`config.mk`:
```
export PLATFORM = sky130hd
export DESIGN_NAME = fpu_wrap
export DESIGN_NICKNAME = d
export VERILOG_FILES = /design/src/hw/fpu_wrap_pkg.sv /design/src/hw/fpu_op_decode.sv /design/src/hw/fpu_input_hold.sv /design/src/hw/fpu_pipe_reg.sv /design/src/hw/fpu_noncomp.sv /design/src/hw/fpu_wrap.sv
export VERILOG_INCLUDE_DIRS = /design/src /design/src/hw
export SDC_FILE = /design/constraint.sdc
export NUM_CORES = 1
export LEC_CHECK = 0
export BUFFER_PORTS_ARGS = -buffer_cell sky130_fd_sc_hd__buf_4
export CORE_ASPECT_RATIO = 1.25
export CORE_UTILIZATION = 63
export CTS_CLUSTER_SIZE = 10
export DETAILED_ROUTE_END_ITERATION = 10
export PLACE_DENSITY = 0.88
export SLEW_MARGIN = 10
export SYNTH_ARGS = -nofsm -noshare
export SYNTH_HDL_FRONTEND = slang
export SYNTH_HIERARCHICAL = 1
export SYNTH_SLANG_ARGS = --single-unit
```
`constraint.sdc`:
```
create_clock -name clk_i -period 15.3 [get_ports clk_i]
set_input_delay 4.59 -clock clk_i [delete_from_list [all_inputs] [get_ports clk_i]]
set_output_delay 4.59 -clock clk_i [all_outputs]
set_load 0.01 [all_outputs]
```
`src/hw/fpu_wrap_params.svh`:
```
// FPU wrapper parameters

`ifndef FPU_WRAP_PARAMS_SVH
`define FPU_WRAP_PARAMS_SVH

// ----------------------------------------
// Datapath widths
// ----------------------------------------

// Operand and result width, FP32 only
`define FPU_FLEN 32

// Transaction id carried alongside each request
`define FPU_TAG_W 3

// ----------------------------------------
// FP32 constants
// ----------------------------------------

// Canonical quiet NaN: positive sign, exponent all ones, top mantissa bit
`define FPU_CANON_NAN 32'h7fc0_0000

`endif

```
`src/hw/fpu_wrap_pkg.sv`:
```
// FPU wrapper types

`include "fpu_wrap_params.svh"

package fpu_wrap_pkg;

    // Operator codes as seen by the issue stage
    typedef enum logic [2:0] {
        FSGNJ    = 3'd0,  // Sign injection, variant in rm
        FMIN_MAX = 3'd1,  // Min or max, variant in rm
        FCMP     = 3'd2,  // Compare, variant in rm
        FCLASS   = 3'd3,
        FMV_F2X  = 3'd4,  // FPR to GPR move
        FMV_X2F  = 3'd5   // GPR to FPR move
    } fpu_operator_e;

    // Operation groups understood by the core
    typedef enum logic [1:0] {
        OP_SGNJ   = 2'd0,
        OP_MINMAX = 2'd1,
        OP_CMP    = 2'd2,
        OP_CLASS  = 2'd3
    } fpu_core_op_e;

    // Decoded request, travels through hold buffer and first stage
    typedef struct packed {
        logic [`FPU_FLEN-1:0]  a;
        logic [`FPU_FLEN-1:0]  b;
        fpu_core_op_e          op;
        logic [1:0]            mode;      // Variant select, rm[1:0]
        logic                  passthru;  // Return a untouched
        logic [`FPU_TAG_W-1:0] tag;
    } fpu_req_t;

    // Result leaving the core
    typedef struct packed {
        logic [`FPU_FLEN-1:0]  result;
        logic [4:0]            status;  // NV DZ OF UF NX
        logic [`FPU_TAG_W-1:0] tag;
    } fpu_rsp_t;

    // Protocol inversion FSM states
    typedef enum logic {READY, STALL} fpu_hold_state_e;

endpackage

```
`src/hw/fpu_op_decode.sv`:
```
// Issue operator decoder

`timescale 1ns/1ps

`include "fpu_wrap_params.svh"

module fpu_op_decode (
    input  fpu_wrap_pkg::fpu_operator_e operator_i,
    input  logic [`FPU_FLEN-1:0]        operand_a_i,
    input  logic [`FPU_FLEN-1:0]        operand_b_i,
    input  logic [2:0]                  fpu_rm_i,     // Variant select for the op
    input  logic [`FPU_TAG_W-1:0]       trans_id_i,
    output fpu_wrap_pkg::fpu_req_t      req_o
);

    // ----------------------------------------
    // Operator translation
    // ----------------------------------------

    always_comb begin : p_decode
        // Operands and tag pass unchanged
        req_o.a        = operand_a_i;
        req_o.b        = operand_b_i;
        req_o.op       = fpu_wrap_pkg::OP_SGNJ;   // Sign injection by default
        req_o.mode     = fpu_rm_i[1:0];           // MSB of rm masked off
        req_o.passthru = 1'b0;
        req_o.tag      = trans_id_i;

        unique case (operator_i)
            // Sgnj, sgnjn, sgnjx from rm
            fpu_wrap_pkg::FSGNJ: begin
                req_o.op = fpu_wrap_pkg::OP_SGNJ;
            end
            // Min or max from rm
            fpu_wrap_pkg::FMIN_MAX: begin
                req_o.op = fpu_wrap_pkg::OP_MINMAX;
            end
            // Le, lt, eq from rm
            fpu_wrap_pkg::FCMP: begin
                req_o.op = fpu_wrap_pkg::OP_CMP;
            end
            // Class mask with rm ignored by the core
            fpu_wrap_pkg::FCLASS: begin
                req_o.op = fpu_wrap_pkg::OP_CLASS;
            end
            // Both moves map onto sign injection in passthrough mode
            fpu_wrap_pkg::FMV_F2X,
            fpu_wrap_pkg::FMV_X2F: begin
                req_o.op       = fpu_wrap_pkg::OP_SGNJ;
                req_o.passthru = 1'b1;    // Operand a comes back bit for bit
            end
            // Unused codes fall back to the defaults
            default: ;
        endcase
    end

endmodule

```
`src/hw/fpu_input_hold.sv`:
```
// Protocol inversion hold buffer

`timescale 1ns/1ps

module fpu_input_hold (
    input  logic                   clk_i,
    input  logic                   rst_ni,
    input  logic                   flush_i,
    input  logic                   req_valid_i,
    output logic                   req_ready_o,
    input  fpu_wrap_pkg::fpu_req_t req_i,
    output logic                   core_valid_o,
    input  logic                   core_ready_i,
    output fpu_wrap_pkg::fpu_req_t core_req_o
);

    fpu_wrap_pkg::fpu_hold_state_e state_q, state_d;
    fpu_wrap_pkg::fpu_req_t        hold_q;    // One-entry spill register
    logic                          hold_en;   // Capture live request
    logic                          use_hold;  // Offer held request to core

    // ----------------------------------------
    // READY / STALL FSM
    // ----------------------------------------

    always_comb begin : p_hold_fsm
        req_ready_o  = 1'b0;
        core_valid_o = 1'b0;
        hold_en      = 1'b0;
        use_hold     = 1'b0;
        state_d      = state_q;

        unique case (state_q)
            fpu_wrap_pkg::READY: begin
                req_ready_o  = 1'b1;         // Issue always sees a taker here
                core_valid_o = req_valid_i;  // Live request goes straight on
                // Core busy, park the request and block further issue
                if (req_valid_i && !core_ready_i) begin
                    hold_en = 1'b1;
                    state_d = fpu_wrap_pkg::STALL;
                end
            end
            fpu_wrap_pkg::STALL: begin
                core_valid_o = 1'b1;
                use_hold     = 1'b1;
                if (core_ready_i) begin
                    state_d = fpu_wrap_pkg::READY;  // Held entry consumed
                end
            end
            default: ;
        endcase

        // Flush drops the held entry
        if (flush_i) begin
            state_d = fpu_wrap_pkg::READY;
        end
    end

    always_ff @(posedge clk_i or negedge rst_ni) begin : p_state
        if (!rst_ni) begin
            state_q <= fpu_wrap_pkg::READY;
        end else begin
            state_q <= state_d;
        end
    end

    // Payload only, loaded when a request meets a busy core
    always_ff @(posedge clk_i) begin : p_hold_reg
        if (hold_en) begin
            hold_q <= req_i;
        end
    end

    assign core_req_o = use_hold ? hold_q : req_i;  // Held entry has priority

endmodule

```
`src/hw/fpu_pipe_reg.sv`:
```
// Valid/ready pipeline stage

`timescale 1ns/1ps

module fpu_pipe_reg #(
    parameter type payload_t = logic [31:0]
) (
    input  logic     clk_i,
    input  logic     rst_ni,
    input  logic     flush_i,
    input  logic     valid_i,
    output logic     ready_o,
    input  payload_t data_i,
    output logic     valid_o,
    input  logic     ready_i,
    output payload_t data_o
);

    logic     valid_q;
    payload_t data_q;

    // Accept when empty or when the current entry leaves this cycle
    assign ready_o = !valid_q || ready_i;

    always_ff @(posedge clk_i or negedge rst_ni) begin : p_valid
        if (!rst_ni) begin
            valid_q <= 1'b0;
        end else if (flush_i) begin
            valid_q <= 1'b0;     // Drop whatever is in flight
        end else if (ready_o) begin
            valid_q <= valid_i;
        end
    end

    always_ff @(posedge clk_i) begin : p_data
        if (valid_i && ready_o) begin
            data_q <= data_i;    // Held under back-pressure
        end
    end

    assign valid_o = valid_q;
    assign data_o  = data_q;

endmodule

```
`src/hw/fpu_noncomp.sv`:
```
// FP32 non-computational core

`timescale 1ns/1ps

`include "fpu_wrap_params.svh"

module fpu_noncomp (
    input  logic                   clk_i,
    input  logic                   rst_ni,
    input  logic                   flush_i,
    input  logic                   in_valid_i,
    output logic                   in_ready_o,
    input  fpu_wrap_pkg::fpu_req_t req_i,
    output logic                   out_valid_o,
    input  logic                   out_ready_i,
    output fpu_wrap_pkg::fpu_rsp_t rsp_o
);

    fpu_wrap_pkg::fpu_req_t s1_req;
    fpu_wrap_pkg::fpu_rsp_t s1_rsp;       // Result computed from stage 1
    logic                   s1_valid, s1_ready;
    logic [9:0]             cls_a, cls_b; // RISC-V class masks
    logic                   nan_a, nan_b, snan_a, snan_b;
    logic                   lt_raw;       // Ordering with -0 below +0
    logic                   both_zero, feq, flt;
    logic                   nv;

    // RISC-V fclass one-hot mask
    function automatic logic [9:0] fp_class(input logic [`FPU_FLEN-1:0] x);
        logic       sgn;
        logic [7:0] ex;
        logic       man_nz;
        sgn    = x[31];
        ex     = x[30:23];
        man_nz = |x[22:0];
        fp_class = '0;
        if (ex == 8'hff && man_nz)       fp_class[x[22] ? 9 : 8] = 1'b1;  // qNaN / sNaN
        else if (ex == 8'hff)            fp_class[sgn ? 0 : 7]   = 1'b1;  // Infinity
        else if (ex == 8'h00 && man_nz)  fp_class[sgn ? 2 : 5]   = 1'b1;  // Subnormal
        else if (ex == 8'h00)            fp_class[sgn ? 3 : 4]   = 1'b1;  // Zero
        else                             fp_class[sgn ? 1 : 6]   = 1'b1;  // Normal
    endfunction

    // ----------------------------------------
    // Stage 1, request register
    // ----------------------------------------
    fpu_pipe_reg #(.payload_t(fpu_wrap_pkg::fpu_req_t)) i_stage_req (
        .clk_i, .rst_ni, .flush_i,
        .valid_i (in_valid_i), .ready_o (in_ready_o), .data_i (req_i),
        .valid_o (s1_valid),   .ready_i (s1_ready),   .data_o (s1_req)
    );

    // Operand classification
    assign cls_a  = fp_class(s1_req.a);
    assign cls_b  = fp_class(s1_req.b);
    assign nan_a  = cls_a[8] | cls_a[9];
    assign nan_b  = cls_b[8] | cls_b[9];
    assign snan_a = cls_a[8];
    assign snan_b = cls_b[8];

    // Sign-magnitude ordering, negative magnitudes reversed
    assign lt_raw = (s1_req.a[31] != s1_req.b[31]) ? s1_req.a[31] :
                    s1_req.a[31] ? (s1_req.a[30:0] > s1_req.b[30:0]) :
                                   (s1_req.a[30:0] < s1_req.b[30:0]);
    assign both_zero = (s1_req.a[30:0] == '0) && (s1_req.b[30:0] == '0);
    assign feq       = (s1_req.a == s1_req.b) || both_zero;  // +0 equals -0
    assign flt       = lt_raw && !both_zero;

    always_comb begin : p_result
        s1_rsp.result = s1_req.a;
        s1_rsp.tag    = s1_req.tag;
        nv            = 1'b0;
        unique case (s1_req.op)
            fpu_wrap_pkg::OP_SGNJ: begin
                if (!s1_req.passthru) begin
                    unique case (s1_req.mode)
                        2'd0:    s1_rsp.result[31] = s1_req.b[31];
                        2'd1:    s1_rsp.result[31] = !s1_req.b[31];
                        2'd2:    s1_rsp.result[31] = s1_req.a[31] ^ s1_req.b[31];
                        default: ;  // Returns a as is
                    endcase
                end
            end
            fpu_wrap_pkg::OP_MINMAX: begin
                nv = snan_a | snan_b;
                if (nan_a && nan_b)  s1_rsp.result = `FPU_CANON_NAN;
                else if (nan_a)      s1_rsp.result = s1_req.b;     // Other operand wins
                else if (nan_b)      s1_rsp.result = s1_req.a;
                else if (s1_req.mode[0] ^ lt_raw) s1_rsp.result = s1_req.a;  // min: a<b
                else                 s1_rsp.result = s1_req.b;
            end
            fpu_wrap_pkg::OP_CMP: begin
                s1_rsp.result = '0;
                unique case (s1_req.mode)
                    2'd0: begin  // le, signaling on any NaN
                        nv = nan_a | nan_b;
                        s1_rsp.result[0] = !(nan_a | nan_b) && (flt || feq);
                    end
                    2'd1: begin  // lt, signaling on any NaN
                        nv = nan_a | nan_b;
                        s1_rsp.result[0] = !(nan_a | nan_b) && flt;
                    end
                    default: begin  // eq, quiet
                        nv = snan_a | snan_b;
                        s1_rsp.result[0] = !(nan_a | nan_b) && feq;
                    end
                endcase
            end
            fpu_wrap_pkg::OP_CLASS: s1_rsp.result = {22'b0, cls_a};
            default: ;
        endcase
        s1_rsp.status = {nv, 4'b0000};  // Only NV can be raised
    end

    // ----------------------------------------
    // Stage 2, response register
    // ----------------------------------------
    fpu_pipe_reg #(.payload_t(fpu_wrap_pkg::fpu_rsp_t)) i_stage_rsp (
        .clk_i, .rst_ni, .flush_i,
        .valid_i (s1_valid),    .ready_o (s1_ready),    .data_i (s1_rsp),
        .valid_o (out_valid_o), .ready_i (out_ready_i), .data_o (rsp_o)
    );

endmodule

```
`src/hw/fpu_wrap.sv`:
```
// FPU wrapper top level

`timescale 1ns/1ps

`include "fpu_wrap_params.svh"

module fpu_wrap (
    input  logic                        clk_i,
    input  logic                        rst_ni,
    input  logic                        flush_i,
    input  logic                        fpu_valid_i,
    output logic                        fpu_ready_o,
    input  fpu_wrap_pkg::fpu_operator_e operator_i,
    input  logic [`FPU_FLEN-1:0]        operand_a_i,
    input  logic [`FPU_FLEN-1:0]        operand_b_i,
    input  logic [2:0]                  fpu_rm_i,
    input  logic [`FPU_TAG_W-1:0]       trans_id_i,
    output logic                        fpu_valid_o,
    input  logic                        result_ready_i,   // Shared writeback port
    output logic [`FPU_FLEN-1:0]        result_o,
    output logic [4:0]                  fpu_status_o,
    output logic [`FPU_TAG_W-1:0]       fpu_trans_id_o
);

    fpu_wrap_pkg::fpu_req_t dec_req;    // Live decoded request
    fpu_wrap_pkg::fpu_req_t core_req;   // After hold mux
    fpu_wrap_pkg::fpu_rsp_t core_rsp;
    logic                   core_valid, core_ready;

    fpu_op_decode i_decode (
        .operator_i, .operand_a_i, .operand_b_i, .fpu_rm_i, .trans_id_i,
        .req_o (dec_req)
    );

    // Always-accept issue side to valid/ready core side
    fpu_input_hold i_hold (
        .clk_i, .rst_ni, .flush_i,
        .req_valid_i (fpu_valid_i), .req_ready_o (fpu_ready_o), .req_i (dec_req),
        .core_valid_o (core_valid), .core_ready_i (core_ready), .core_req_o (core_req)
    );

    fpu_noncomp i_core (
        .clk_i, .rst_ni, .flush_i,
        .in_valid_i (core_valid),   .in_ready_o (core_ready),      .req_i (core_req),
        .out_valid_o (fpu_valid_o), .out_ready_i (result_ready_i), .rsp_o (core_rsp)
    );

    // Unpack the response
    assign result_o       = core_rsp.result;
    assign fpu_status_o   = core_rsp.status;
    assign fpu_trans_id_o = core_rsp.tag;

endmodule

```
==> flow_metrics.env, run 1 <==
export IMPL_ys_warn_count=6
export IMPL_cts_tree="yes"
export IMPL_routed_wl_um=19200
export IMPL_period_share_pct=39.5
export IMPL_cts_setup_buffers=0
export IMPL_cts_hold_buf=0
export IMPL_overflow=0
export IMPL_synth_main_ff_cell="edfxtp_1"
export IMPL_synthDistinctLibCells=57
export IMPL_vias=5375
export IMPL_arrival_ns=1.46
export IMPL_rsz0062_at_grt="no"
export IMPL_rows=49
export IMPL_setup_tns_ns=0
export IMPL_setup_violations=0
export IMPL_route_detailed_drc=0
export IMPL_htreeDepth=4
export IMPL_switching_share_pct=22.1
export IMPL_drt_first_pass_iters=7
export IMPL_max_cap_violations=0
export IMPL_pwr_share_comb_pct=9.3
export IMPL_grt_max_degree=73
export IMPL_finalHoldViolations=0
export IMPL_worstRegToRegCells=9
export IMPL_postSynthAreaPerCell_um2=14.8
export IMPL_drt_initial_drc_count=367
export IMPL_dpl_cell_count=837
export IMPL_netlist_instances=623
export IMPL_clock_path_buffers=2
export IMPL_cp_max_fo=28
export IMPL_ys_async_sr_fraction_pct=1.60
export IMPL_pin_count=120
export IMPL_worstMarginPinSlew_ns=1.03
export IMPL_die_width_um=110
export IMPL_slew_violations=0
export IMPL_fin_skew_ns=0.0105
export IMPL_ir_worst_vdd_uv=149
export IMPL_initial_core_util_pct=64.2
export IMPL_dieArea_um2=15100
export IMPL_grt_usage_pct=26.7
export IMPL_seq_area_frac_synth_pct=60.8
export IMPL_detail_route_antenna_nets=0
export IMPL_power_per_cell_area_nw_per_um2=114
export IMPL_antenna_found_initial=0
export IMPL_cp_start_kind="flop"
export IMPL_crit_required_ns=10.71
export IMPL_fmax_mhz=165
export IMPL_final_cell_mix="edfxtp_1 (184), buf_4 (121), mux2_4 (48)"
export IMPL_cts_repair_resized=0
export IMPL_synth_seq_cells=187
export IMPL_final_common_cell="edfxtp_1"
export IMPL_path_clk_slew_ns=0.07
export IMPL_setup_worst_path_end="fpu_ready_o"
export IMPL_portBuffers=118
export IMPL_reg2reg_from="i_core/i_stage_req/data_o[68]$_DFFE_PP_"
export IMPL_grt_pass1_vias=5333
export IMPL_cts_made_buffers=17
export IMPL_end_kind="output port"
export IMPL_layout_cells_non_filler=869
export IMPL_grt_first_pass_wirelength_um=28700
export IMPL_cts_root_buffer="clkbuf_16"
export IMPL_drive_gt1_share_pct=34.7
export IMPL_cts_sinks=187
export IMPL_clockPowerShare_pct=39.3
export IMPL_crit_path_start="i_hold/state_q$_DFF_PN0_"
export IMPL_crit_type="reg -> out"
export IMPL_whs_ns=0.421
export IMPL_p_leak_uw=0.00399
export IMPL_synth_edf_count=184
export IMPL_p_seq_share_pct=51.4
export IMPL_clock_latency_ns=0.44
export IMPL_wl_per_cell_um=22.1
export IMPL_reg2reg_slack_ns=11.47
export IMPL_fin_total_pwr_uw=1180
export IMPL_intPower_uw=919
export IMPL_gp_congestion=0.913
export IMPL_finalNetCount=791
export IMPL_core_area_um2=14300
export IMPL_diodes=0
export IMPL_dp_hpwl_um=13100
export IMPL_power_switching_uw=261
export IMPL_fin_crit_ns=6.05
export IMPL_r2r_end="i_core/i_stage_rsp/data_o[10]$_DFFE_PP_"
export IMPL_relSlewSlack_pct=31.7
export IMPL_synth_area_um2=9210
export IMPL_status="completed"
export IMPL_die_y_um=137
export IMPL_viasPerCell=6.19
export IMPL_area_growth_syn_to_layout_pct=12.3
export IMPL_min_path_type="reg -> reg"
[through the flow]
step / utilization, % / instance area (um^2) / worst slack [ns]
global route: 72.0 / 10300 / 9.18
global placement: 67.7 / 9710 / 9.01
CTS: 72.0 / 10300 / 9.22
finish: 72.0 / 10300 / 9.25
detailed placement: 67.7 / 9710 / 8.93
floorplan: - / 9220 / 4.57
[registers in the layout, summed over array words and instances (netlist names)]
signal / count
i_core/i_stage_req/data_o: 72
i_core/i_stage_rsp/data_o: 40
i_hold/hold_q: 72
i_hold/state_q: 1
i_core/i_stage_req/valid_o: 1
i_core/i_stage_rsp/valid_o: 1
[area by class of cell]
| cell class | count | area (um^2) |
|---|---|---|
| timing repair buffer | 121 | 908 |
| multi-input combinational | 311 | 2830 |
| clock buffer | 18 | 429 |
| inverter | 40 | 150 |
| tap | 178 | 223 |
| fill | 917 | 4010 |
| sequential | 187 | 5600 |
| clock inverter | 14 | 191 |
[cell usage after synthesis (3+ instances only)]
library cell | number | share of area [%]
buf_4 | 69 | 5.6
or3_1 | 3 | 0.20
ha_1 | 35 | 4.8
mux2_4 | 48 | 7.8
and2_1 | 12 | 0.82
a221o_1 | 12 | 1.3
and4_1 | 10 | 0.95
a21oi_1 | 12 | 0.65
o21ai_0 | 9 | 0.49
nor4_1 | 14 | 0.95
nand2_1 | 22 | 0.90
dfrtp_1 | 3 | 0.82
buf_2 | 5 | 0.27
buf_6 | 7 | 0.86
nor3b_1 | 3 | 0.24
nor3_1 | 9 | 0.49
nor2_1 | 15 | 0.61
a21oi_2 | 3 | 0.29
a311o_1 | 8 | 0.87
inv_1 | 40 | 1.6
clkbuf_1 | 7 | 0.29
nand4_1 | 11 | 0.75
edfxtp_1 | 184 | 60
nor2b_1 | 4 | 0.27
a22o_1 | 12 | 1.1
mux2_2 | 24 | 2.9
[power by group through the flow]
stage / logic, uW / clock network (uW) / registers, uW
CTS: 109 / 468 / 606
detailed placement: 108 / 0 / 616
floorplan: 74.8 / 0 / 612
global route: 119 / 486 / 607
finish: 110 / 464 / 606
global placement: 102 / 0 / 615
[worst min path at each step]
| stage | from | slack (ns) | end | cells past startpoint |
|---|---|---|---|---|
| 2_1_floorplan | i_core/i_stage_req/data_o[0]$_DFFE_PP_ | 0.40 | i_core/i_stage_rsp/data_o[0]$_DFFE_PP_ | 0 |
| 3_3_place_gp | i_core/i_stage_req/data_o[2]$_DFFE_PP_ | 0.40 | i_core/i_stage_rsp/data_o[2]$_DFFE_PP_ | 0 |
| 3_5_place_dp | i_core/i_stage_req/data_o[1]$_DFFE_PP_ | 0.41 | i_core/i_stage_rsp/data_o[1]$_DFFE_PP_ | 0 |
| 4_1_cts | i_core/i_stage_req/data_o[1]$_DFFE_PP_ | 0.42 | i_core/i_stage_rsp/data_o[1]$_DFFE_PP_ | 0 |
| 5_1_grt | i_core/i_stage_req/data_o[2]$_DFFE_PP_ | 0.43 | i_core/i_stage_rsp/data_o[2]$_DFFE_PP_ | 0 |
| 6_report | i_core/i_stage_req/data_o[1]$_DFFE_PP_ | 0.42 | i_core/i_stage_rsp/data_o[1]$_DFFE_PP_ | 0 |
[metal layers]
| layer | part of all wire (%) | routed length [um] | vias up | GRT usage, % |
|---|---|---|---|---|
| li1 | - | - | 2421 | - |
| met1 | 38 | 7290 | 2614 | 31.8 |
| met2 | 52 | 10000 | 276 | 46.5 |
| met3 | 6.1 | 1180 | 64 | 4.62 |
| met4 | 3.7 | 715 | 0 | 12.6 |
| met5 | 0 | 0 | - | 0 |
[logic make-up (layout without fill, tap and decap cells)]
kind of cell | after synthesis | count (layout) | share of synthesized area (%)
flops | 187 | 187 | 60.8
buf+inv | 128 | 193 | 8.67
simple gates | 119 | 119 | 7.68
compound gates | 79 | 79 | 7.07
mux | 72 | 72 | 10.8
fa+ha+maj | 35 | 35 | 4.76
xor+xnor | 2 | 2 | 0.190
other cells | 1 | 4 | 0.0407
[critical path: stages, from the launching register on]
cell	delay [ns]
dfrtp_4	0.76
inv_1	0.10
buf_4	0.17
(Power assumes the default switching activity.)
==> inputs of run 2 (changes only) <==
- ABC_AREA: unset -> 1
- CORE_UTILIZATION: 63 -> 53
- PLACE_DENSITY: 0.88 -> 0.79
- clock period: 15.3 -> 4.86 ns (I/O delays scaled with it)
==> run 2 against run 1 <==
Effect of this change: worst setup slack lost 7.6 ns; critical endpoint is now i_core/i_stage_rsp/data_o[31]$_DFFE_PP_; die area grew 22%; utilization shrank 11 points.
==> flow_metrics.env, run 2 <==
export IMPL_postSynthAreaPerCell_um2=9.83
export IMPL_core_area_um2=17500
export IMPL_grt_pass1_vias=5954
export IMPL_slew_violations=0
export IMPL_cts_setup_buffers=0
export IMPL_clock_path_buffers=2
export IMPL_final_cell_mix="nand2_1 (376), edfxtp_1 (184), buf_4 (124)"
export IMPL_critical_path_slowest_cell="nand2_4"
export IMPL_viasPerCell=5.05
export IMPL_rows=54
export IMPL_grt_usage_pct=21.7
export IMPL_cp_top_family="simple AND/OR/NAND/NOR gates"
export IMPL_fin_total_pwr_uw=3600
export IMPL_cts_repair_resized=0
export IMPL_setup_tns_ns=0
export IMPL_synth_top_area_cell="edfxtp_1"
export IMPL_drive_gt1_share_pct=18.1
export IMPL_yosysMostFrequentCell="nand2_1"
export IMPL_path_cells="ha_1 > nand2_1 > nor2_1 > nand2_1 > nand2_1 > nand2_1 > nand2_1 > nand2_1 > nand2_1 > nand2_1 > nand2_1 > nand2_1 > nand2_1 > nand3_2 > nand2_4 > inv_2 > nand2_1 > nand2_1 > nand2_1 > nand2_1"
export IMPL_drt_first_pass_iters=5
export IMPL_fin_skew_ns=0.0106
export IMPL_ys_warn_count=6
export IMPL_area_growth_syn_to_layout_pct=11.7
export IMPL_relSlewSlack_pct=37.1
export IMPL_seq_area_frac_synth_pct=58.9
export IMPL_fin_util_pct=60.7
export IMPL_detail_route_antenna_nets=0
export IMPL_overflow=0
export IMPL_ir_worst_vdd_uv=224
export IMPL_grt_first_pass_wirelength_um=30000
export IMPL_path_clk_slew_ns=0.07
export IMPL_gp_congestion=0.892
export IMPL_cts_sinks=187
export IMPL_synth_top_area_share_pct=58.1
export IMPL_cts_hold_buf=0
export IMPL_worstMarginPinSlew_ns=0.943
export IMPL_setup_violations=0
export IMPL_diodes=0
export IMPL_crit_type="reg -> reg"
export IMPL_synth_area_top_cells="edfxtp_1 (58%), nand2_1 (15%), buf_4 (5.7%)"
export IMPL_fillers=1464
export IMPL_drt_initial_drc_count=438
export IMPL_wl_per_cell_um=15.2
export IMPL_min_from="i_core/i_stage_req/data_o[1]$_DFFE_PP_"
export IMPL_vias=6334
export IMPL_synth_area_um2=9510
export IMPL_synth_main_ff_cell="edfxtp_1"
export IMPL_min_path_type="reg -> reg"
export IMPL_rsz0062_at_grt="no"
export IMPL_place_area_um2=10100
export IMPL_status="completed"
export IMPL_antenna_found_initial=0
export IMPL_cts_root_buffer="clkbuf_16"
export IMPL_cts_tree="yes"
export IMPL_reg2reg_from="i_core/i_stage_req/data_o[45]$_DFFE_PP_"
export IMPL_fmax_mhz=309
export IMPL_fin_crit_ns=3.24
export IMPL_end_kind="flop"
export IMPL_crit_path_start="i_core/i_stage_req/data_o[45]$_DFFE_PP_"
export IMPL_synth_edf_count=184
export IMPL_synth_seq_cells=187
export IMPL_ys_async_sr_fraction_pct=1.60
export IMPL_route_detailed_drc=0
export IMPL_layout_cells_non_filler=1255
export IMPL_grt_max_degree=73
export IMPL_clock_latency_ns=0.43
export IMPL_pin_count=120
export IMPL_crit_buf_inv=1
export IMPL_die_width_um=122
export IMPL_routed_wl_um=19100
export IMPL_dieArea_um2=18500
export IMPL_cp_max_fo=49
export IMPL_cts_made_buffers=17
export IMPL_cpMostUsedCell="nand2_1"
export IMPL_final_common_cell="nand2_1"
export IMPL_dp_hpwl_um=13300
export IMPL_finalNetCount=1131
export IMPL_finalInstanceArea_um2=10600
export IMPL_critPathMaxStageDelay_ns=0.53
export IMPL_period_share_pct=66.7
export IMPL_crit_required_ns=5.04
export IMPL_finalHoldViolations=0
export IMPL_max_cap_violations=0
export IMPL_dpl_cell_count=1223
export IMPL_die_y_um=152
export IMPL_synth_cells_most_frequent="nand2_1 (376), edfxtp_1 (184), inv_1 (86)"
export IMPL_arrival_ns=3.42
export IMPL_power_per_cell_area_nw_per_um2=339
export IMPL_initial_core_util_pct=54.3
export IMPL_p_leak_uw=0.00468
export IMPL_synthDistinctLibCells=36
export IMPL_htreeDepth=4
export IMPL_cp_start_kind="flop"
export IMPL_netlist_instances=967
export IMPL_portBuffers=118
==> run 2: changes by cell type in the layout (fill, tap and decap cells not counted), sizes merged, moves of 12 or more <==
cell	change
a22o	-12
nor2	+41
a221o	-12
a21oi	+25
inv	+47
nand3	+31
mux2	-72
nand2	+356
and2	-14
==> run 2: worst reg2reg max path: cells and delay by family (launching register included) <==
kind | cells | cell delay, ns
and+or+nand+nor | 18 | 2.03
buffers and inverters | 1 | 0.16
DFF | 1 | 0.48
adders and majority gates | 1 | 0.33
==> run 2: logic make-up (layout without fill, tap and decap cells) <==
family,after synthesis,after routing,share of synthesized area (%)
and+or+nand+nor,497,497,21.5
DFF,187,187,58.9
buffers and inverters,186,247,11.2
AOI/OAI and AO/OA,60,60,3.74
adders and majority gates,35,35,4.60
other,1,4,0.0394
xor gates and xnor gates,1,1,0.0921
==> run 2: stage by stage <==
stage	setup WS, ns	hold WS (ns)
6_report	1.62	0.424
5_1_grt	1.30	0.427
4_1_cts	1.65	0.427
3_5_place_dp	1.43	0.411
3_3_place_gp	1.50	0.401
2_1_floorplan	0.768	0.400
==> run 2: path summary, 6_finish.rpt <==
path | to | slack (ns) | cells after the start
setup / recovery | i_core/i_stage_rsp/data_o[31]$_DFFE_PP_ | 1.62 | 20
max in group asynchronous | i_hold/state_q$_DFF_PN0_ | 3.95 | 1
hold / removal | i_core/i_stage_rsp/data_o[1]$_DFFE_PP_ | 0.42 | 0
min in group asynchronous | i_core/i_stage_req/valid_o$_DFFE_PN0P_ | 0.80 | 1
setup reg to reg | i_core/i_stage_rsp/data_o[31]$_DFFE_PP_ | 1.62 | 20
hold reg to reg | i_core/i_stage_rsp/data_o[1]$_DFFE_PP_ | 0.42 | 0
==> run 2: cell type report <==
class,count,area [um^2],area share [%]
tap,224,280,2.64
multi-input combinational,597,2890,27.2
clock inverter,12,123,1.15
sequential,187,5600,52.8
inverter,90,338,3.18
timing repair buffer,125,951,8.95
clock buffer,20,437,4.11
==> run 2: layer usage <==
layer / global-route usage [%] / up-vias / part of all wire (%)
met1: 29.6 / 2905 / 45
met5: 0 / - / 0
met4: 9.44 / 0 / 2.4
li1: - / 3200 / -
met3: 4.75 / 27 / 5.7
met2: 33.4 / 202 / 47
==> run 2: report_power, final <==
| part | switching, uW | total, uW | internal [uW] |
|---|---|---|---|
| combinational | 228 | 380 | 153 |
| clock | 576 | 1330 | 754 |
| sequential | 42.5 | 1890 | 1850 |
| total | 846 | 3600 | 2760 |
